## src/source/apu_pkg.sv

```systemverilog
package apu_pkg;

    typedef logic [5:0]  reg_addr_t;
    typedef logic [7:0]  reg_data_t;
    typedef logic [3:0]  amp_t;     // channel level before the mixer
    typedef logic [10:0] freq_t;
    typedef logic [23:0] sample_t;

    typedef enum logic [1:0] {
        MON_SQUARE,
        MON_WAVE,
        MON_MIX,
        MON_RAMP
    } mon_sel_t;

    typedef enum logic {
        ENV_DOWN,
        ENV_UP
    } env_dir_t;

    // low six bits of the console's 0xff10..0xff3f map
    localparam reg_addr_t ADDR_NR10      = 6'h10;
    localparam reg_addr_t ADDR_NR11      = 6'h11;
    localparam reg_addr_t ADDR_NR12      = 6'h12;
    localparam reg_addr_t ADDR_NR13      = 6'h13;
    localparam reg_addr_t ADDR_NR14      = 6'h14;
    localparam reg_addr_t ADDR_NR30      = 6'h1a;
    localparam reg_addr_t ADDR_NR31      = 6'h1b;
    localparam reg_addr_t ADDR_NR32      = 6'h1c;
    localparam reg_addr_t ADDR_NR33      = 6'h1d;
    localparam reg_addr_t ADDR_NR34      = 6'h1e;
    localparam reg_addr_t ADDR_NR50      = 6'h24;
    localparam reg_addr_t ADDR_NR51      = 6'h25;
    localparam reg_addr_t ADDR_NR52      = 6'h26;
    localparam reg_addr_t ADDR_MON       = 6'h27; // free slot, not on the console
    localparam reg_addr_t ADDR_WAVE_BASE = 6'h30; // sixteen bytes up to 0x3f

    localparam int FRAME_DIV   = 195312;          // 100 MHz / 512 Hz
    localparam int FRAME_CNT_W = $clog2(FRAME_DIV);
    localparam int TIMER_DIV   = 24;              // roughly the console clock
    localparam int TIMER_CNT_W = $clog2(TIMER_DIV);

    // one byte per duty code, bit n is duty step n
    localparam logic [31:0] DUTY_TABLE = {
        8'b0111_1110,   // 75 %
        8'b1000_0111,   // 50 %
        8'b1000_0001,   // 25 %
        8'b0000_0001    // 12.5 %
    };

endpackage

```

## src/source/chan_regs_if.sv

```systemverilog
`timescale 1ns/1ps

interface chan_regs_if;
    apu_pkg::reg_data_t nrx0;
    apu_pkg::reg_data_t nrx1;
    apu_pkg::reg_data_t nrx2;
    apu_pkg::reg_data_t nrx3;
    apu_pkg::reg_data_t nrx4;
    logic               trigger;    // one cycle, with nrx4 already updated

    modport ctrl (
        output nrx0, nrx1, nrx2, nrx3, nrx4,
        output trigger
    );

    modport chan (
        input nrx0, nrx1, nrx2, nrx3, nrx4,
        input trigger
    );
endinterface

```

## src/source/frame_sequencer.sv

```systemverilog
`timescale 1ns/1ps

module frame_sequencer (
    input  logic clk_100,
    input  logic arst_n,
    input  logic power_on,
    output logic length_tick,
    output logic env_tick
);
    logic [apu_pkg::FRAME_CNT_W-1:0] div_cnt;
    logic [2:0]                      step;
    logic                            step_end;

    assign step_end = (div_cnt == (apu_pkg::FRAME_CNT_W)'(apu_pkg::FRAME_DIV - 1));

    always_ff @(posedge clk_100 or negedge arst_n) begin
        if (!arst_n) begin
            div_cnt     <= '0;
            step        <= '0;
            length_tick <= 1'b0;
            env_tick    <= 1'b0;
        end else if (!power_on) begin
            // sequencer sits at step 0 while the unit is off
            div_cnt     <= '0;
            step        <= '0;
            length_tick <= 1'b0;
            env_tick    <= 1'b0;
        end else begin
            length_tick <= 1'b0;
            env_tick    <= 1'b0;
            if (step_end) begin
                div_cnt     <= '0;
                step        <= step + 3'd1;
                length_tick <= ~step[0];        // steps 0 2 4 6, 256 Hz
                env_tick    <= (step == 3'd7);  // 64 Hz
            end else begin
                div_cnt <= div_cnt + 1'b1;
            end
        end
    end
endmodule

```

## src/source/apu_regs.sv

```systemverilog
`timescale 1ns/1ps

module apu_regs (
    input  logic               clk_100,
    input  logic               arst_n,
    input  logic               reg_wr,
    input  apu_pkg::reg_addr_t reg_addr,
    input  apu_pkg::reg_data_t reg_wdata,
    output apu_pkg::reg_data_t reg_rdata,
    chan_regs_if.ctrl          sq_regs,
    chan_regs_if.ctrl          wv_regs,
    input  logic               sq_active,
    input  logic               wv_active,
    input  logic [4:0]         wave_pos,
    output apu_pkg::amp_t      wave_sample,
    output logic               power_on,
    output apu_pkg::reg_data_t nr50,
    output apu_pkg::reg_data_t nr51,
    output apu_pkg::mon_sel_t  mon_sel
);
    apu_pkg::reg_data_t nr10, nr11, nr12, nr13, nr14;
    apu_pkg::reg_data_t nr30, nr31, nr32, nr33, nr34;
    apu_pkg::reg_data_t wave_ram [16];
    apu_pkg::reg_data_t wave_byte;
    logic               wave_hit;

    assign wave_hit = (reg_addr[5:4] == apu_pkg::ADDR_WAVE_BASE[5:4]);

    always_ff @(posedge clk_100 or negedge arst_n) begin
        if (!arst_n) begin
            {nr10, nr11, nr12, nr13, nr14, nr30, nr31, nr32, nr33, nr34, nr50, nr51} <= '0;
            sq_regs.trigger <= 1'b0;
            wv_regs.trigger <= 1'b0;
            power_on        <= 1'b0;
            mon_sel         <= apu_pkg::MON_MIX;
        end else begin
            sq_regs.trigger <= 1'b0;
            wv_regs.trigger <= 1'b0;
            if (!power_on) begin
                // unit off, control bytes held clear
                {nr10, nr11, nr12, nr13, nr14, nr30, nr31, nr32, nr33, nr34, nr50, nr51} <= '0;
            end else if (reg_wr) begin
                case (reg_addr)
                    apu_pkg::ADDR_NR10: nr10 <= reg_wdata;
                    apu_pkg::ADDR_NR11: nr11 <= reg_wdata;
                    apu_pkg::ADDR_NR12: nr12 <= reg_wdata;
                    apu_pkg::ADDR_NR13: nr13 <= reg_wdata;
                    apu_pkg::ADDR_NR14: begin
                        nr14            <= reg_wdata;
                        sq_regs.trigger <= reg_wdata[7];
                    end
                    apu_pkg::ADDR_NR30: nr30 <= reg_wdata;
                    apu_pkg::ADDR_NR31: nr31 <= reg_wdata;
                    apu_pkg::ADDR_NR32: nr32 <= reg_wdata;
                    apu_pkg::ADDR_NR33: nr33 <= reg_wdata;
                    apu_pkg::ADDR_NR34: begin
                        nr34            <= reg_wdata;
                        wv_regs.trigger <= reg_wdata[7];
                    end
                    apu_pkg::ADDR_NR50: nr50 <= reg_wdata;
                    apu_pkg::ADDR_NR51: nr51 <= reg_wdata;
                    default: ;
                endcase
            end
            // power bit and monitor select stay writable when off
            if (reg_wr && reg_addr == apu_pkg::ADDR_NR52) power_on <= reg_wdata[7];
            if (reg_wr && reg_addr == apu_pkg::ADDR_MON) begin
                mon_sel <= apu_pkg::mon_sel_t'(reg_wdata[1:0]);
            end
        end
    end

    always_ff @(posedge clk_100) begin
        if (reg_wr && wave_hit) wave_ram[reg_addr[3:0]] <= reg_wdata;
    end

    // high nibble plays first
    assign wave_byte   = wave_ram[wave_pos[4:1]];
    assign wave_sample = wave_pos[0] ? wave_byte[3:0] : wave_byte[7:4];

    assign sq_regs.nrx0 = nr10;
    assign sq_regs.nrx1 = nr11;
    assign sq_regs.nrx2 = nr12;
    assign sq_regs.nrx3 = nr13;
    assign sq_regs.nrx4 = nr14;
    assign wv_regs.nrx0 = nr30;
    assign wv_regs.nrx1 = nr31;
    assign wv_regs.nrx2 = nr32;
    assign wv_regs.nrx3 = nr33;
    assign wv_regs.nrx4 = nr34;

    always_comb begin
        reg_rdata = '0;
        if (wave_hit) begin
            reg_rdata = wave_ram[reg_addr[3:0]];
        end else begin
            case (reg_addr)
                apu_pkg::ADDR_NR10: reg_rdata = nr10;
                apu_pkg::ADDR_NR11: reg_rdata = nr11;
                apu_pkg::ADDR_NR12: reg_rdata = nr12;
                apu_pkg::ADDR_NR13: reg_rdata = nr13;
                apu_pkg::ADDR_NR14: reg_rdata = nr14;
                apu_pkg::ADDR_NR30: reg_rdata = nr30;
                apu_pkg::ADDR_NR31: reg_rdata = nr31;
                apu_pkg::ADDR_NR32: reg_rdata = nr32;
                apu_pkg::ADDR_NR33: reg_rdata = nr33;
                apu_pkg::ADDR_NR34: reg_rdata = nr34;
                apu_pkg::ADDR_NR50: reg_rdata = nr50;
                apu_pkg::ADDR_NR51: reg_rdata = nr51;
                apu_pkg::ADDR_NR52: reg_rdata = {power_on, 5'd0, wv_active, sq_active};
                apu_pkg::ADDR_MON:  reg_rdata = {6'd0, mon_sel};
                default: ;
            endcase
        end
    end
endmodule

```

## src/source/square_channel.sv

```systemverilog
`timescale 1ns/1ps

module square_channel (
    input  logic          clk_100,
    input  logic          arst_n,
    chan_regs_if.chan     regs,
    input  logic          power_on,
    input  logic          length_tick,
    input  logic          env_tick,
    output apu_pkg::amp_t amp,
    output logic          active
);
    apu_pkg::freq_t                  freq;
    apu_pkg::freq_t                  period_cnt;
    logic [apu_pkg::TIMER_CNT_W-1:0] prescale;
    logic                            timer_tick;
    logic [2:0]                      duty_step;
    logic                            duty_bit;
    logic [6:0]                      length_cnt;
    apu_pkg::amp_t                   volume;
    logic [2:0]                      env_cnt;
    apu_pkg::env_dir_t               env_dir;

    assign freq       = {regs.nrx4[2:0], regs.nrx3};
    assign env_dir    = apu_pkg::env_dir_t'(regs.nrx2[3]);
    assign timer_tick = (prescale == (apu_pkg::TIMER_CNT_W)'(apu_pkg::TIMER_DIV - 1));
    assign duty_bit   = apu_pkg::DUTY_TABLE[{regs.nrx1[7:6], duty_step}];

    always_ff @(posedge clk_100 or negedge arst_n) begin
        if (!arst_n) prescale <= '0;
        else if (timer_tick) prescale <= '0;
        else prescale <= prescale + 1'b1;
    end

    // count up from freq to 0x7ff, so 2048 - freq ticks per duty step
    always_ff @(posedge clk_100 or negedge arst_n) begin
        if (!arst_n) begin
            period_cnt <= '0;
            duty_step  <= '0;
        end else if (regs.trigger) begin
            period_cnt <= freq;
            duty_step  <= '0;
        end else if (timer_tick) begin
            if (period_cnt == '1) begin
                period_cnt <= freq;
                duty_step  <= duty_step + 3'd1;
            end else begin
                period_cnt <= period_cnt + 1'b1;
            end
        end
    end

    // volume envelope, period 0 holds the level
    always_ff @(posedge clk_100 or negedge arst_n) begin
        if (!arst_n) begin
            volume  <= '0;
            env_cnt <= '0;
        end else if (regs.trigger) begin
            volume  <= regs.nrx2[7:4];
            env_cnt <= '0;
        end else if (env_tick && regs.nrx2[2:0] != 3'd0) begin
            if (env_cnt == regs.nrx2[2:0] - 3'd1) begin
                env_cnt <= '0;
                if (env_dir == apu_pkg::ENV_UP && volume != 4'hf) begin
                    volume <= volume + 4'd1;
                end else if (env_dir == apu_pkg::ENV_DOWN && volume != 4'h0) begin
                    volume <= volume - 4'd1;
                end
            end else begin
                env_cnt <= env_cnt + 3'd1;
            end
        end
    end

    always_ff @(posedge clk_100 or negedge arst_n) begin
        if (!arst_n) begin
            length_cnt <= '0;
            active     <= 1'b0;
        end else if (!power_on) begin
            length_cnt <= '0;
            active     <= 1'b0;
        end else if (regs.trigger) begin
            active <= 1'b1;
            if (length_cnt == '0) length_cnt <= 7'd64 - {1'b0, regs.nrx1[5:0]};
        end else if (length_tick && regs.nrx4[6] && length_cnt != '0) begin
            length_cnt <= length_cnt - 7'd1;
            if (length_cnt == 7'd1) active <= 1'b0;  // last tick ends the note
        end
    end

    assign amp = (active && power_on && duty_bit) ? volume : '0;
endmodule

```

## src/source/wave_channel.sv

```systemverilog
`timescale 1ns/1ps

module wave_channel (
    input  logic          clk_100,
    input  logic          arst_n,
    chan_regs_if.chan     regs,
    input  logic          power_on,
    input  logic          length_tick,
    output logic [4:0]    wave_pos,
    input  apu_pkg::amp_t wave_sample,
    output apu_pkg::amp_t amp,
    output logic          active
);
    apu_pkg::freq_t                  freq;
    apu_pkg::freq_t                  period_cnt;
    logic [apu_pkg::TIMER_CNT_W-1:0] prescale;
    logic                            timer_tick;
    logic [8:0]                      length_cnt;
    apu_pkg::amp_t                   shifted;

    assign freq       = {regs.nrx4[2:0], regs.nrx3};
    assign timer_tick = (prescale == (apu_pkg::TIMER_CNT_W)'(apu_pkg::TIMER_DIV - 1));

    always_ff @(posedge clk_100 or negedge arst_n) begin
        if (!arst_n) prescale <= '0;
        else if (timer_tick) prescale <= '0;
        else prescale <= prescale + 1'b1;
    end

    // one nibble per timer expiry
    always_ff @(posedge clk_100 or negedge arst_n) begin
        if (!arst_n) begin
            period_cnt <= '0;
            wave_pos   <= '0;
        end else if (regs.trigger) begin
            period_cnt <= freq;
            wave_pos   <= '0;
        end else if (timer_tick) begin
            if (period_cnt == '1) begin
                period_cnt <= freq;
                wave_pos   <= wave_pos + 5'd1;
            end else begin
                period_cnt <= period_cnt + 1'b1;
            end
        end
    end

    always_ff @(posedge clk_100 or negedge arst_n) begin
        if (!arst_n) begin
            length_cnt <= '0;
            active     <= 1'b0;
        end else if (!power_on) begin
            length_cnt <= '0;
            active     <= 1'b0;
        end else if (!regs.nrx0[7]) begin
            active <= 1'b0;                     // DAC off
        end else if (regs.trigger) begin
            active <= 1'b1;
            if (length_cnt == '0) length_cnt <= 9'd256 - {1'b0, regs.nrx1};
        end else if (length_tick && regs.nrx4[6] && length_cnt != '0) begin
            length_cnt <= length_cnt - 9'd1;
            if (length_cnt == 9'd1) active <= 1'b0;
        end
    end

    always_comb begin
        case (regs.nrx2[6:5])
            2'd0: shifted = '0;                 // mute
            2'd1: shifted = wave_sample;
            2'd2: shifted = wave_sample >> 1;
            default: shifted = wave_sample >> 2;
        endcase
    end

    assign amp = (active && power_on) ? shifted : '0;
endmodule

```

## src/source/sound_mixer.sv

```systemverilog
`timescale 1ns/1ps

module sound_mixer (
    input  logic               clk_100,
    input  logic               arst_n,
    input  logic               new_sample,
    input  logic               power_on,
    input  apu_pkg::reg_data_t nr50,
    input  apu_pkg::reg_data_t nr51,
    input  apu_pkg::mon_sel_t  mon_sel,
    input  apu_pkg::amp_t      sq_amp,
    input  apu_pkg::amp_t      wv_amp,
    output apu_pkg::sample_t   sample_left,
    output apu_pkg::sample_t   sample_right,
    output logic               sample_valid
);
    apu_pkg::sample_t next_left, next_right;
    logic [5:0]       ramp;

    // pan and scale one side, at most 30 * 8
    function automatic logic [7:0] side_mix(input logic sq_en, input logic wv_en,
                                            input logic [2:0] vol,
                                            input apu_pkg::amp_t sq,
                                            input apu_pkg::amp_t wv);
        logic [4:0] sum;
        sum = (sq_en ? {1'b0, sq} : 5'd0) + (wv_en ? {1'b0, wv} : 5'd0);
        return {3'd0, sum} * ({5'd0, vol} + 8'd1);
    endfunction

    always_comb begin
        next_left  = '0;
        next_right = '0;
        case (mon_sel)
            apu_pkg::MON_SQUARE: next_left = {sq_amp, 20'd0};
            apu_pkg::MON_WAVE:   next_left = {wv_amp, 20'd0};
            apu_pkg::MON_MIX: begin
                next_left  = {3'd0, side_mix(nr51[4], nr51[5], nr50[6:4], sq_amp, wv_amp), 13'd0};
                next_right = {3'd0, side_mix(nr51[0], nr51[1], nr50[2:0], sq_amp, wv_amp), 13'd0};
            end
            apu_pkg::MON_RAMP:   next_left = {ramp, 18'd0};
            default: ;
        endcase
        if (mon_sel != apu_pkg::MON_MIX) next_right = next_left;   // mono sources
        if (!power_on && mon_sel != apu_pkg::MON_RAMP) begin
            next_left  = '0;
            next_right = '0;
        end
    end

    always_ff @(posedge clk_100 or negedge arst_n) begin
        if (!arst_n) begin
            sample_valid <= 1'b0;
            ramp         <= '0;
        end else begin
            sample_valid <= new_sample;
            if (new_sample) ramp <= ramp + 6'd1;  // wraps at 64
        end
    end

    always_ff @(posedge clk_100) begin
        if (new_sample) begin
            sample_left  <= next_left;
            sample_right <= next_right;
        end
    end
endmodule

```

## src/source/apu_top.sv

```systemverilog
`timescale 1ns/1ps

module apu_top (
    input  logic               clk_100,
    input  logic               arst_n,
    input  logic               reg_wr,
    input  apu_pkg::reg_addr_t reg_addr,
    input  apu_pkg::reg_data_t reg_wdata,
    output apu_pkg::reg_data_t reg_rdata,
    input  logic               new_sample,
    output apu_pkg::sample_t   sample_left,
    output apu_pkg::sample_t   sample_right,
    output logic               sample_valid
);
    chan_regs_if sq_regs ();
    chan_regs_if wv_regs ();

    logic               power_on;
    logic               length_tick, env_tick;
    logic               sq_active, wv_active;
    apu_pkg::amp_t      sq_amp, wv_amp;
    logic [4:0]         wave_pos;
    apu_pkg::amp_t      wave_sample;
    apu_pkg::reg_data_t nr50, nr51;
    apu_pkg::mon_sel_t  mon_sel;

    apu_regs u_regs (
        .clk_100, .arst_n,
        .reg_wr, .reg_addr, .reg_wdata, .reg_rdata,
        .sq_regs     (sq_regs.ctrl),
        .wv_regs     (wv_regs.ctrl),
        .sq_active, .wv_active,
        .wave_pos, .wave_sample,
        .power_on, .nr50, .nr51, .mon_sel
    );

    frame_sequencer u_frame_seq (
        .clk_100, .arst_n, .power_on,
        .length_tick, .env_tick
    );

    square_channel u_square (
        .clk_100, .arst_n,
        .regs        (sq_regs.chan),
        .power_on, .length_tick, .env_tick,
        .amp         (sq_amp),
        .active      (sq_active)
    );

    wave_channel u_wave (
        .clk_100, .arst_n,
        .regs        (wv_regs.chan),
        .power_on, .length_tick,
        .wave_pos, .wave_sample,
        .amp         (wv_amp),
        .active      (wv_active)
    );

    sound_mixer u_mixer (
        .clk_100, .arst_n, .new_sample, .power_on,
        .nr50, .nr51, .mon_sel,
        .sq_amp, .wv_amp,
        .sample_left, .sample_right, .sample_valid
    );
endmodule

```

## config.mk

```make
export PLATFORM = sky130hd
export DESIGN_NAME = apu_top
export DESIGN_NICKNAME = d
export VERILOG_FILES = /design/src/source/apu_pkg.sv /design/src/source/chan_regs_if.sv /design/src/source/frame_sequencer.sv /design/src/source/apu_regs.sv /design/src/source/square_channel.sv /design/src/source/wave_channel.sv /design/src/source/sound_mixer.sv /design/src/source/apu_top.sv
export SDC_FILE = /design/constraint.sdc
export NUM_CORES = 1
export LEC_CHECK = 0
export ABC_CLOCK_PERIOD_IN_PS = 8250
export BUFFER_PORTS_ARGS = -buffer_cell sky130_fd_sc_hd__buf_2
export CAP_MARGIN = 20
export CORE_MARGIN = 1.5
export CORE_UTILIZATION = 43
export DETAILED_ROUTE_END_ITERATION = 10
export SLEW_MARGIN = 5
export SYNTH_ARGS = -nofsm -noshare
export SYNTH_HDL_FRONTEND = slang
export SYNTH_SLANG_ARGS = --single-unit
```

## constraint.sdc

```tcl
create_clock -name clk_100 -period 8.25 [get_ports clk_100]
set_clock_uncertainty 0.1 [all_clocks]
set_input_delay 1.2375 -clock clk_100 [delete_from_list [all_inputs] [get_ports clk_100]]
set_output_delay 1.2375 -clock clk_100 [all_outputs]
set_load 0.05 [all_outputs]
```

======== Word-level counts from Yosys, hierarchy flattened ========
Memories as Yosys holds them, arrays and structs flattened.
Index checks and enable logic that the tools add are counted.
word-level totals
  bits of input ports ..................... 18
  latch bits .............................. 0
  memories kept ........................... 2
  bits in writable memories ............... 128
  bits in read-only memories .............. 32
  output and inout port bits .............. 57
  word-level logic and storage cells ...... 273
  flip-flop bits (word level) ............. 244
cells by class
  eq/ne operators ......................... 54
  bitwise gates (word level) .............. 2
  multipliers ............................. 2
  reduce and logical (&&, ||, !) cells .... 49
  add/sub/neg operators ................... 21
  shift operators ......................... 0
  multiplexer cells ....................... 106
  order comparisons ....................... 1
  divide/modulo/power cells ............... 0
memories
  name             depth  bits a word  rd ports  clocked after Yosys merged registers in  wr ports  line                  RTL
  u_regs.wave_ram  16     8            2         0                                        1         apu_regs.sv:23        apu_pkg::reg_data_t wave_ram [16];
  (no name shown)  32     1            1         0                                        0         square_channel.sv:27  assign duty_bit = apu_pkg::DUTY_TABLE[{regs.nrx1[7:6], duty_step}];
operators by type and width
  kind                     number
  $mux W8                  37
  $pmux W8 S14             1
  $pmux W24 S4             1
  $mux W11                 6
  $eq A6 B5 Y1 const B     10
  $mux W4                  12
  $mux W9                  5
  $mux W18                 2
  $reduce_and A2 Y1        17
  $ne A2 B2 Y1 const B     16
  $mux W7                  4
  $mux W5                  5
  $eq A6 B6 Y1 const B     4
  $mux W24                 1
  $mux W3                  8
  $add A11 B1 Y11 const B  2
  $eq A11 B11 Y1 const B   2
  $mux W1                  22
  $mux W21                 1
  $add A18 B1 Y18 const B  1
  $eq A18 B18 Y1 const B   1
  $mul A5 B8 Y8            2
  $add A5 B1 Y5 const B    3
  $logic_and A1 B1 Y1      14
  36 further kinds         58

======== Depth between registers and ports, before layout ========
Gate-level depths: netlist of run 1.
  word-level depth ........................ 9
  mapped depth ............................ 27
  depth with buffers taken out ............ 24

======== Modules after synthesis ========
A second synthesis of run 1 with hierarchy kept.
second synthesis, totals
  cells, all modules ...................... 1763
  area total of the unflattened synthesis .. 19722.7 um^2
modules (own cells, without submodules)
  module           area an instance (um^2)  times used  cells an instance  sequential area each (um^2)
  apu_regs         11227.0                  1           863                6372.4
  sound_mixer      2802.7                   1           281                835.8
  square_channel   2408.6                   1           268                850.8
  wave_channel     2109.5                   1           238                775.7
  frame_sequencer  1174.9                   1           113                575.6

======== Worst setup path before layout of run 1 ========
Ideal clock, no wire load.
  kind .................................... register -> register
  from .................................... reg u_wave.wave_pos[1]
  to ...................................... reg u_mixer.sample_left[20], data pin
  period minus slack after synthesis ...... 5604 ps
  data arrival time ....................... 5248 ps
  path buffers ............................ 2
  setup time .............................. 256 ps
  stages on the path, launching flop included .. 22
  data required time ...................... 7894 ps
  path slack .............................. 2646 ps
  cell sequence ........................... dfrtp_1 -> buf_6 -> buf_6 -> mux4_2 -> mux4_2 -> o211ai_2 -> o211ai_2 -> and2_1 -> ha_1 -> inv_1 -> fa_1 -> or2_2 -> fa_1 -> inv_1 -> fa_1 -> ha_1 -> a21o_1 -> a21oi_1 -> o21ai_0 -> xnor2_1 -> nor3_1 -> o22a_1
on the way
  cells in the longest elaborated chain, start to end .. 8
ends and longest elaborated chain
  element                 line                RTL
  start, declared         wave_channel.sv:9   output logic [4:0] wave_pos,
  start signal, assigned  wave_channel.sv:41  wave_pos <= wave_pos + 5'd1;
  $mem_v2 Z16 W8 (*)      --
  $mux W4 (*)             apu_regs.sv:79      assign wave_sample = wave_pos[0] ? wave_byte[3:0] : wave_byte[7:4];
  $pmux W4 S3 (*)         wave_channel.sv:67  case (regs.nrx2[6:5])
  $mux W4 (*)             wave_channel.sv:75  assign amp = (active && power_on) ? shifted : '0;
  $mux W4                 sound_mixer.sv:26   sum = (sq_en ? {1'b0, sq} : 5'd0) + (wv_en ? {1'b0, wv} : 5'd0);
  $add A5 B5 Y5           sound_mixer.sv:26
  $mul A5 B8 Y8           sound_mixer.sv:27   return {3'd0, sum} * ({5'd0, vol} + 8'd1);
  $pmux W24 S4 (*)        sound_mixer.sv:33   case (mon_sel)
  end signal, assigned    sound_mixer.sv:62   sample_left <= next_left;
  end, declared           sound_mixer.sv:13   output apu_pkg::sample_t sample_left,
Mark *: on every way between the ends. The rest lies on a longest branch, timed or not. The select of a mux whose other input is x is not followed.
A chain may end at the register's enable or synchronous reset.

======== Worst setup path in the final report of run 1 ========
Same ends and word-level chain as after synthesis.

==> qor.txt, run 1 <==
status -> completed
Internal -> 2.82 mW
kind of critical path -> flop to flop
max incr delay on CP -> 0.93 ns
DR pass1 iterations -> 5
first-pass GRT wire length -> 77700 um
Fin. Hold Viols -> 0
Worst EP required -> 8.45 ns
CTS H-Tree Depth -> 2
setup TNS -> 0 ns
I/O Buffers -> 48
cts bufs inserted -> 39
die width -> 212 um
core area -> 43100 um^2
Max Cap Viol -> 0
DRC viols -> 0
Cell Pwr Density -> 184 nW/um^2
PnR worst setup slack -> 1.83 ns
Max Clk Rate -> 0.156 GHz
Yosys warnings -> 0
row cnt -> 76
net switching power -> 0.959 mW
synth top area cells -> dfrtp_1 (26%), edfxtp_1 (24%), mux4_2 (5.6%), nand2_1 (4.0%), nand3_1 (3.9%)
peak supply drop -> 0.000133 V
Worst setup EP type -> flop
Relative slew margins -> 30.5%
power share of the clock group -> 42.5%
Arr. time, crit path -> 6.63 ns
Synth Flop Type -> dfrtp_1
Net Sw Frac -> 25.4%
clk_lat worst skew -> 0.55 ns
dominant cell type by area after synthesis -> dfrtp_1
post-route cell area -> 20600 um^2
Syn-to-layout area delta -> 9.46%
Worst-Margin Slew -> 1.04 ns
Synth Instances -> 1753
sequential area share after synthesis -> 50.1%
final slew viol count -> 0
grt total ovfl -> 0
DRT antenna net count -> 0
CTS tree -> done
number of enable flip-flop cells after synthesis -> 150
I/O Pins -> 75
DP Wirelength -> 33100 um
Min-Delay Path Class -> flop to flop
Synth cell types -> 74
RSZ-0062 raised after global routing -> false
final period utilization -> 77.9%
Leakage -> 7.93 nW
vias per cell -> 5.85
crit-path max FO -> 47
final WL -> 49400 um
Clock Root Buffer -> clkbuf_16
synthesized area per cell -> 10.7 um^2
Initial Util -> 43.6%
pin count of the biggest net entering global routing -> 106
Critical Path Most Common Cell -> fa_1
Flop pwr share -> 49.6%
global-route usage over all layers -> 22.4%
fin nets -> 1850
hold slack final -> 0.353 ns
# setup viols final -> 0
cts hold-fix bufs -> 0
post-CTS setup buffers -> 0
die area -> 45000 um^2
initial drt markers -> 1421
RePlAce Congestion -> 0.850
vias in the first global route -> 13300
Post-Syn Area -> 18800 um^2
Placed Instance Area -> 19400 um^2
Cell Count, Final, Fillers Out -> 2374
share of layout cells above drive strength 1 -> 10.8%
fin util -> 47.7%
clk sinks -> 346
Period minus WS final -> 6.42 ns
fillers -> 3907
critical path's slowest cell -> dfrtp_4
# placed instances -> 2303
total power -> 3.78 mW
Yosys top cell area share -> 26.0%
DR WL/cell -> 20.8 um
Longest Clk Path Bufs -> 3
die height -> 212 um
combinational share of power -> 8.0%
Post-CTS Resized -> 0
dpl ws -> 1.86 ns
number of synthesized register bits -> 346
Clock Pin Slew Worst Setup and Hold Paths -> 0.06 ns
vias after detailed routing -> 13900
crit start category -> flop
initial antenna violation count -> 3
CP Cell Sequence -> buf_4, mux2i_1, a22oi_1, nand4b_1, and4_1, o211ai_2, and2_1, ha_1, inv_1, fa_1, xor2_1, or2_2, fa_1, inv_1, fa_1, ha_1, a21o_1, a21oi_1, o21ai_0, xnor2_1, nor3_1, o22a_1
Async S/R FF share, synth -> 56.6%
[registers in the layout, summed over array words and instances, names as in the netlist, 7 cells and up]
name,cells
u_regs.wave_ram,128
u_frame_seq.div_cnt,18
u_mixer.sample_left,11
u_mixer.sample_right,11
u_square.period_cnt,11
u_wave.period_cnt,11
u_wave.length_cnt,9
u_regs.nr50,8
u_regs.nr51,8
u_regs.sq_regs.nrx0,8
u_regs.sq_regs.nrx1,8
u_regs.sq_regs.nrx2,8
u_regs.sq_regs.nrx3,8
u_regs.sq_regs.nrx4,8
u_regs.wv_regs.nrx0,8
u_regs.wv_regs.nrx1,8
u_regs.wv_regs.nrx2,8
u_regs.wv_regs.nrx3,8
u_regs.wv_regs.nrx4,8
u_square.length_cnt,7
[area by class of cell]
cell class	count	area, um^2	share of cell area, %
Sequential cell	346	9410	45.8
Clock inverter	14	77.6	0.377
Tap cell	585	732	3.56
Antenna cell	2	5.00	0.0243
Clock buffer	53	1070	5.20
Multi-Input combinational cell	1266	8700	42.3
Timing Repair Buffer	68	422	2.05
Inverter	40	151	0.736
[layout by cell type, fill, tap and decap left out, drive strengths merged, types with 40 or more instances in the layout]
cell type / Yosys / layout
clkbuf: 75 / 54
nand3: 147 / 147
mux4: 47 / 47
ha: 56 / 56
edfxtp: 150 / 150
o21ai: 40 / 40
a21oi: 145 / 145
buf: 51 / 67
dfrtp: 195 / 195
nand2: 201 / 201
nor2: 136 / 136
mux2i: 57 / 57
[power groups by stage]
stage                     Combinational (mW)  Sequential [mW]  Clock, mW
after floorplan                        0.198             1.91          0
after global placement                 0.296             1.91          0
after detailed placement               0.300             1.91          0
after CTS                              0.299             1.87       1.65
after global routing                   0.326             1.88       1.71
final                                  0.302             1.87       1.61
[per-layer routing]
metal	vias to the layer above	GRT usage [%]	share of wire (%)
met1	6887	31.4	44
li1	6413	-	-
met4	2	8.13	3.0
met2	503	34.6	46
met3	85	4.48	7.3
met5	-	0	0.026
[worst max-delay path: cells and delay by family (launching register included)]
kind / cells / cell delay [ns]
adder cells (fa/ha/maj): 5 / 1.86
AO/OA/AOI/OAI: 6 / 1.27
AND/OR/NAND/NOR: 5 / 0.94
flip-flops: 1 / 0.93
buffers and inverters: 3 / 0.51
XOR/XNOR: 2 / 0.37
multiplexers: 1 / 0.13
[kinds of logic (layout without fill, tap and decap cells)]
group / count (synthesis) / count (layout) / synth area share, %
compound gates: 339 / 339 / 11.7
other cells: 1 / 28 / 0.0200
flops: 346 / 346 / 50.1
fa+ha+maj: 71 / 71 / 5.33
mux: 114 / 114 / 9.29
xor+xnor: 68 / 68 / 3.17
buf+inv: 166 / 175 / 4.13
simple gates: 648 / 648 / 16.3
[Yosys cell counts (20+ instances only)]
master / number
inv_1: 39
mux4_2: 47
nor2_1: 136
a22oi_1: 35
clkbuf_1: 75
ha_1: 56
nand3_1: 147
and3_1: 26
nor3_1: 20
nand2_1: 201
xor2_1: 35
dfrtp_1: 195
a21oi_1: 145
edfxtp_1: 150
nand4_1: 21
buf_4: 28
mux2i_1: 57
and2_1: 24
xnor2_1: 33
o21ai_0: 39
[path summary, 6_finish.rpt]
| path | start | endpoint | cells after the start | slack, ns |
|---|---|---|---|---|
| max reg2reg | u_wave.wave_pos[1] | u_mixer.sample_left[20] | 22 | 1.83 |
| max | u_wave.wave_pos[1] | u_mixer.sample_left[20] | 22 | 1.83 |
| max in group asynchronous | arst_n | u_square.prescale[2] | 2 | 6.00 |
| min in group asynchronous | arst_n | u_frame_seq.div_cnt[13] | 1 | 0.65 |
| min | u_square.prescale[0] | u_square.prescale[0] | 1 | 0.35 |
| min reg2reg | u_square.prescale[0] | u_square.prescale[0] | 1 | 0.35 |
Note: power is estimated with default switching activity, not from simulation.
==> run 2: changes to the inputs <==
--- a/config.mk
+++ b/config.mk
@@ -5,7 +5,7 @@
 export SDC_FILE = /design/constraint.sdc
 export NUM_CORES = 1
 export LEC_CHECK = 0
-export ABC_CLOCK_PERIOD_IN_PS = 8250
+export ABC_CLOCK_PERIOD_IN_PS = 5400
 export BUFFER_PORTS_ARGS = -buffer_cell sky130_fd_sc_hd__buf_2
 export CAP_MARGIN = 20
 export CORE_MARGIN = 1.5
==> constraint.sdc (replaced) <==
create_clock -name clk_100 -period 5.4 [get_ports clk_100]
set_clock_uncertainty 0.1 [all_clocks]
set_input_delay 0.81 -clock clk_100 [delete_from_list [all_inputs] [get_ports clk_100]]
set_output_delay 0.81 -clock clk_100 [all_outputs]
set_load 0.05 [all_outputs]
==> run 2 against run 1 <==
Against the previous run:
- the run now ends with negative setup slack left
- critical path depth is 2 higher
- count of clock-buffer cells in the layout is 4 higher
- global-route usage is 0.66 points higher
- non-clock buffer count is 59 higher
- die area stayed put
- cell count is 2.7% higher
==> qor.txt, run 2 (synthesis results as in run 1) <==
max incr delay on CP -> 0.58 ns
die height -> 212 um
kind of critical path -> flop to flop
fin nets -> 1910
Worst EP required -> 5.61 ns
RePlAce Congestion -> 0.883
CTS tree -> done
Leakage -> 8.36 nW
peak supply drop -> 0.000190 V
I/O Pins -> 75
most frequent cells in the layout -> nand2_1 (201), dfrtp_1 (193), edfxtp_1 (150)
die area -> 45000 um^2
WP buf/inv -> 5
global-route usage over all layers -> 23.1%
DR WL/cell -> 20.9 um
vias per cell -> 5.82
Clock Root Buffer -> clkbuf_16
final period utilization -> 103%
post-route cell area -> 21600 um^2
crit start category -> flop
DRC viols -> 0
die width -> 212 um
crit-path max FO -> 14
final slew viol count -> 0
violated checks -> negative setup slack
grt total ovfl -> 0
reg2reg path depth -> 24
share of layout cells above drive strength 1 -> 16.5%
setup TNS -> -0.161 ns
dpl ws -> -0.250 ns
Period minus WS final -> 5.55 ns
PnR worst setup slack -> -0.148 ns
Worst-Margin Slew -> 1.13 ns
status -> complete, but fails checks
max reg flops -> 128
fin util -> 50.1%
vias after detailed routing -> 14200
core area -> 43100 um^2
RSZ-0062 raised after global routing -> true
clk sinks -> 346
DP Wirelength -> 34000 um
CTS H-Tree Depth -> 2
Initial Util -> 43.6%
Min-Delay Path Class -> input pin to async pin
Longest Clk Path Bufs -> 3
final WL -> 50900 um
Relative slew margins -> 24.6%
Max Cap Viol -> 0
Worst setup EP type -> flop
cts bufs inserted -> 40
Cell Pwr Density -> 285 nW/um^2
Clock Pin Slew Worst Setup and Hold Paths -> 0.06 ns
crit-path leading delay family -> adder cells
pin count of the biggest net entering global routing -> 118
vias in the first global route -> 13900
I/O Buffers -> 48
DR pass1 iterations -> 7
Max Clk Rate -> 0.180 GHz
row cnt -> 76
CP Cell Sequence -> buf_4, buf_6, buf_4, mux2i_1, a22oi_1, nand3_1, and4_4, o211ai_4, and2_4, ha_4, inv_2, fa_2, xor2_2, or2_4, fa_1, inv_2, fa_2, ha_4, a21o_1, a21oi_2, o21ai_2, xnor2_1, nor3_1, o22a_1
Fin. Hold Viols -> 0
first-pass GRT wire length -> 80100 um
most common cell after layout, fill and taps aside -> nand2_1
DRT antenna net count -> 0
Syn-to-layout area delta -> 14.8%
Arr. time, crit path -> 5.76 ns
initial antenna violation count -> 3
Placed Instance Area -> 19800 um^2
initial drt markers -> 1350
critical path's slowest cell -> fa_2
# setup viols final -> 3
total power -> 6.15 mW
clk_lat worst skew -> 0.58 ns
Critical Path Stages -> 24
## run 2: worst paths after layout
check	startpoint	end	slack, ns
worst max-delay path	u_wave.wave_pos[1]	u_mixer.sample_left[20]	-0.15
worst min-delay path	arst_n	u_frame_seq.div_cnt[13]	0.24
worst max register to register	u_wave.wave_pos[1]	u_mixer.sample_left[20]	-0.15
worst min register to register	u_wave.prescale[0]	u_wave.prescale[0]	0.36
max in group asynchronous	arst_n	u_regs.sq_regs.nrx3[6]	3.63
min in group clk_100	u_wave.prescale[0]	u_wave.prescale[0]	0.36
## run 2: metrics by stage
step                hold slack, ns  cells
CTS                          0.345   2435
floorplan                    0.333   1778
detailed placement           0.350   2349
global route                 0.366   2438
global placement             0.348   2349
finish                       0.239   2439
## run 2: worst register-to-register path, stage by stage (launching register included)
cell	delay [ns]
dfrtp_4	0.51
buf_4	0.16
buf_6	0.16
buf_4	0.16
mux2i_1	0.12
a22oi_1	0.19
nand3_1	0.10
and4_4	0.21
o211ai_4	0.21
and2_4	0.19
ha_4	0.12
inv_2	0.04
fa_2	0.41
xor2_2	0.20
or2_4	0.25
fa_1	0.52
inv_2	0.04
fa_2	0.58
ha_4	0.21
a21o_1	0.16
a21oi_2	0.15
o21ai_2	0.07
xnor2_1	0.17
nor3_1	0.07
o22a_1	0.18
## run 2: report_power, final
group          switching [mW]  total, mW  internal (mW)
clock network            1.11       2.82           1.71
registers              0.0602       2.87           2.81
logic                   0.336      0.459          0.123
total                    1.51       6.15           4.64
## run 2: layer usage
layer,GRT usage (%),vias to the layer above,wire [um]
met3,4.39,78,3560
met1,32.4,7079,22600
met5,0,-,7
met2,35.9,497,23400
met4,8.15,2,1410
li1,-,6543,-
## run 2: area by class of cell
type                    count  area (um^2)
fillers                  3878        21500
flip-flops and latches    346         9420
multi-input cells        1266         8940
clock buffers              57         1180
repair buffers            127          958
well taps                 585          732
clock inverters            16          194
inverters                  40          151
diodes                      2         5.00
## run 2: repair_timing
item | CTS | global route
gates cloned | 2 | 1
endpoints found under the hold margin | 0 | 0
setup endpoints to repair | 6 | 7
buffers inserted | 12 | 1
hold buffers | 0 | 0
gates resized for setup | 34 | 27
pin swaps | 32 | 34
==> run 3: changes to the inputs <==
--- a/config.mk
+++ b/config.mk
@@ -9,7 +9,7 @@
 export BUFFER_PORTS_ARGS = -buffer_cell sky130_fd_sc_hd__buf_2
 export CAP_MARGIN = 20
 export CORE_MARGIN = 1.5
-export CORE_UTILIZATION = 43
+export CORE_UTILIZATION = 31
 export DETAILED_ROUTE_END_ITERATION = 10
 export SLEW_MARGIN = 5
 export SYNTH_ARGS = -nofsm -noshare
==> run 3 against run 2 <==
Against the previous run:
- the run still ends with negative setup slack left
- fmax rose by 1.3%
- setup slack gained 0.069 ns
- clock power grew 2%
- worst hold slack improved by 0.038 ns
- final area rose by 2.0%
- cell count grew 8.6%
- die area rose by 38%
- sequential power barely moved
==> qor.txt, run 3 (synthesis results as in run 1) <==
dpl ws -> -0.309 ns
fin nets -> 1922
Initial Util -> 31.2%
Arr. time, crit path -> 5.67 ns
met2 WL post-DR -> 24000 um
DP Wirelength -> 35300 um
final WL -> 52400 um
Relative slew margins -> 30.2%
Longest Clk Path Bufs -> 3
row cnt -> 90
Placed Instance Area -> 20000 um^2
Max Cap Viol -> 0
grt total ovfl -> 0
Worst setup EP type -> flop
# placed instances -> 2547
post-route cell area -> 22000 um^2
share of layout cells above drive strength 1 -> 17.3%
kind of critical path -> flop to flop
vias per cell -> 5.45
max incr delay on CP -> 0.49 ns
global-route usage over all layers -> 16.6%
# setup viols final -> 5
clk sinks -> 346
power share of the clock group -> 46.4%
Worst EP required -> 5.60 ns
crit-path leading delay family -> adder cells
crit start category -> flop
Top Layer Used -> met4
RePlAce Congestion -> 0.853
Worst-Margin Slew -> 1.04 ns
fin util -> 36.6%
CP Cell Sequence -> buf_12, mux4_2, mux4_2, o211ai_2, o211ai_4, and2_4, ha_4, inv_2, fa_2, or2_4, fa_1, inv_2, fa_1, ha_1, a21o_1, a21oi_4, o21ai_2, xnor2_1, nor3_1, o22a_1
Flop pwr share -> 46.2%
initial drt markers -> 1450
status -> complete, but fails checks
CTS tree -> done
initial antenna violation count -> 3
WP buf/inv -> 3
Cell Count, Final, Fillers Out -> 2649
CTS H-Tree Depth -> 2
I/O Pins -> 75
max reg flops -> 128
Cell Pwr Density -> 282 nW/um^2
Internal -> 4.65 mW
Leakage -> 8.43 nW
combinational share of power -> 7.4%
cts bufs inserted -> 41
Max Clk Rate -> 0.183 GHz
PnR worst setup slack -> -0.0789 ns
Syn-to-layout area delta -> 17.1%
vias in the first global route -> 14200
Critical Path Stages -> 20
die width -> 249 um
reg-to-reg setup timing slack -> -0.08 ns
Min-Delay Path Class -> input pin to async pin
pin count of the biggest net entering global routing -> 118
core area -> 60100 um^2
cts hold-fix bufs -> 0
critical path's slowest cell -> dfrtp_4
first-pass GRT wire length -> 81700 um
hold slack final -> 0.277 ns
vias after detailed routing -> 14500
routed wl met3 -> 3730 um
DR pass1 iterations -> 6
Net Sw Frac -> 25.0%
DR WL/cell -> 19.8 um
Clock Root Buffer -> clkbuf_16
peak supply drop -> 0.000195 V
clk_lat worst skew -> 0.58 ns
Clock Pin Slew Worst Setup and Hold Paths -> 0.06 ns
DRT antenna net count -> 0
reg2reg path depth -> 20
violated checks -> negative setup slack
final slew viol count -> 0
die height -> 249 um
final period utilization -> 101%
Period minus WS final -> 5.48 ns
Fin. Hold Viols -> 0
most frequent cells in the layout -> nand2_1 (199), dfrtp_1 (194), edfxtp_1 (150)
routed length on met1 -> 22700 um
RSZ-0062 raised after global routing -> true
net switching power -> 1.55 mW
most common cell after layout, fill and taps aside -> nand2_1
crit-path max FO -> 5
I/O Buffers -> 48
DRC viols -> 0
die area -> 62100 um^2
==> run 3: cell count changes in the layout (fill, tap and decap cells not counted), sizes merged <==
cell and delta:
clkinv +3, inv -1, bufinv +1, clkbuf -2
clkinvlp +1, buf +11
==> run 3: per-layer routing <==
metal  up-vias  GRT usage, %
met5         -             0
met4         0          7.53
met3       111          2.72
met2       555          26.0
met1      7214          22.5
li1       6570             -
==> run 3: what timing repair did <==
item	4_1_cts	5_1_grt
resized for setup	43	30
cloned	1	1
buffers inserted	18	5
pin swaps	31	44
endpoints found under the setup margin	7	8
==> run 3: area by class of cell <==
class	count	area [um^2]
Tap cell	782	978
Sequential cell	346	9410
Timing Repair Buffer	138	1030
Clock inverter	20	259
Multi-Input combinational cell	1266	9040
Fill cell	5893	38100
Clock buffer	55	1130
Antenna cell	2	5.00
Inverter	40	151
==> run 3: final timing paths <==
check,startpoint,endpoint
max,u_wave.wave_pos[1],u_mixer.sample_left[20]
min,arst_n,u_frame_seq.div_cnt[14]
max reg2reg,u_wave.wave_pos[1],u_mixer.sample_left[20]
min reg2reg,u_square.prescale[0],u_square.prescale[0]
max in group asynchronous,arst_n,u_square.volume[0]
min in group clk_100,u_square.prescale[0],u_square.prescale[0]
==> run 3: metrics by stage <==
stage | TNS, ns | power, mW
CTS | -0.280 | 6.26
detailed placement | -1.40 | 3.38
floorplan | 0 | 3.22
global placement | -1.11 | 3.36
finish | -0.224 | 6.20
global route | -1.56 | 6.40
==> run 3: power by group through the flow <==
| stage | combinational, mW | sequential, mW | clock (mW) |
|---|---|---|---|
| floorplan | 0.302 | 2.92 | 0 |
| global placement | 0.451 | 2.91 | 0 |
| detailed placement | 0.461 | 2.91 | 0 |
| CTS | 0.462 | 2.86 | 2.93 |
| global route | 0.498 | 2.87 | 3.03 |
| finish | 0.461 | 2.87 | 2.88 |
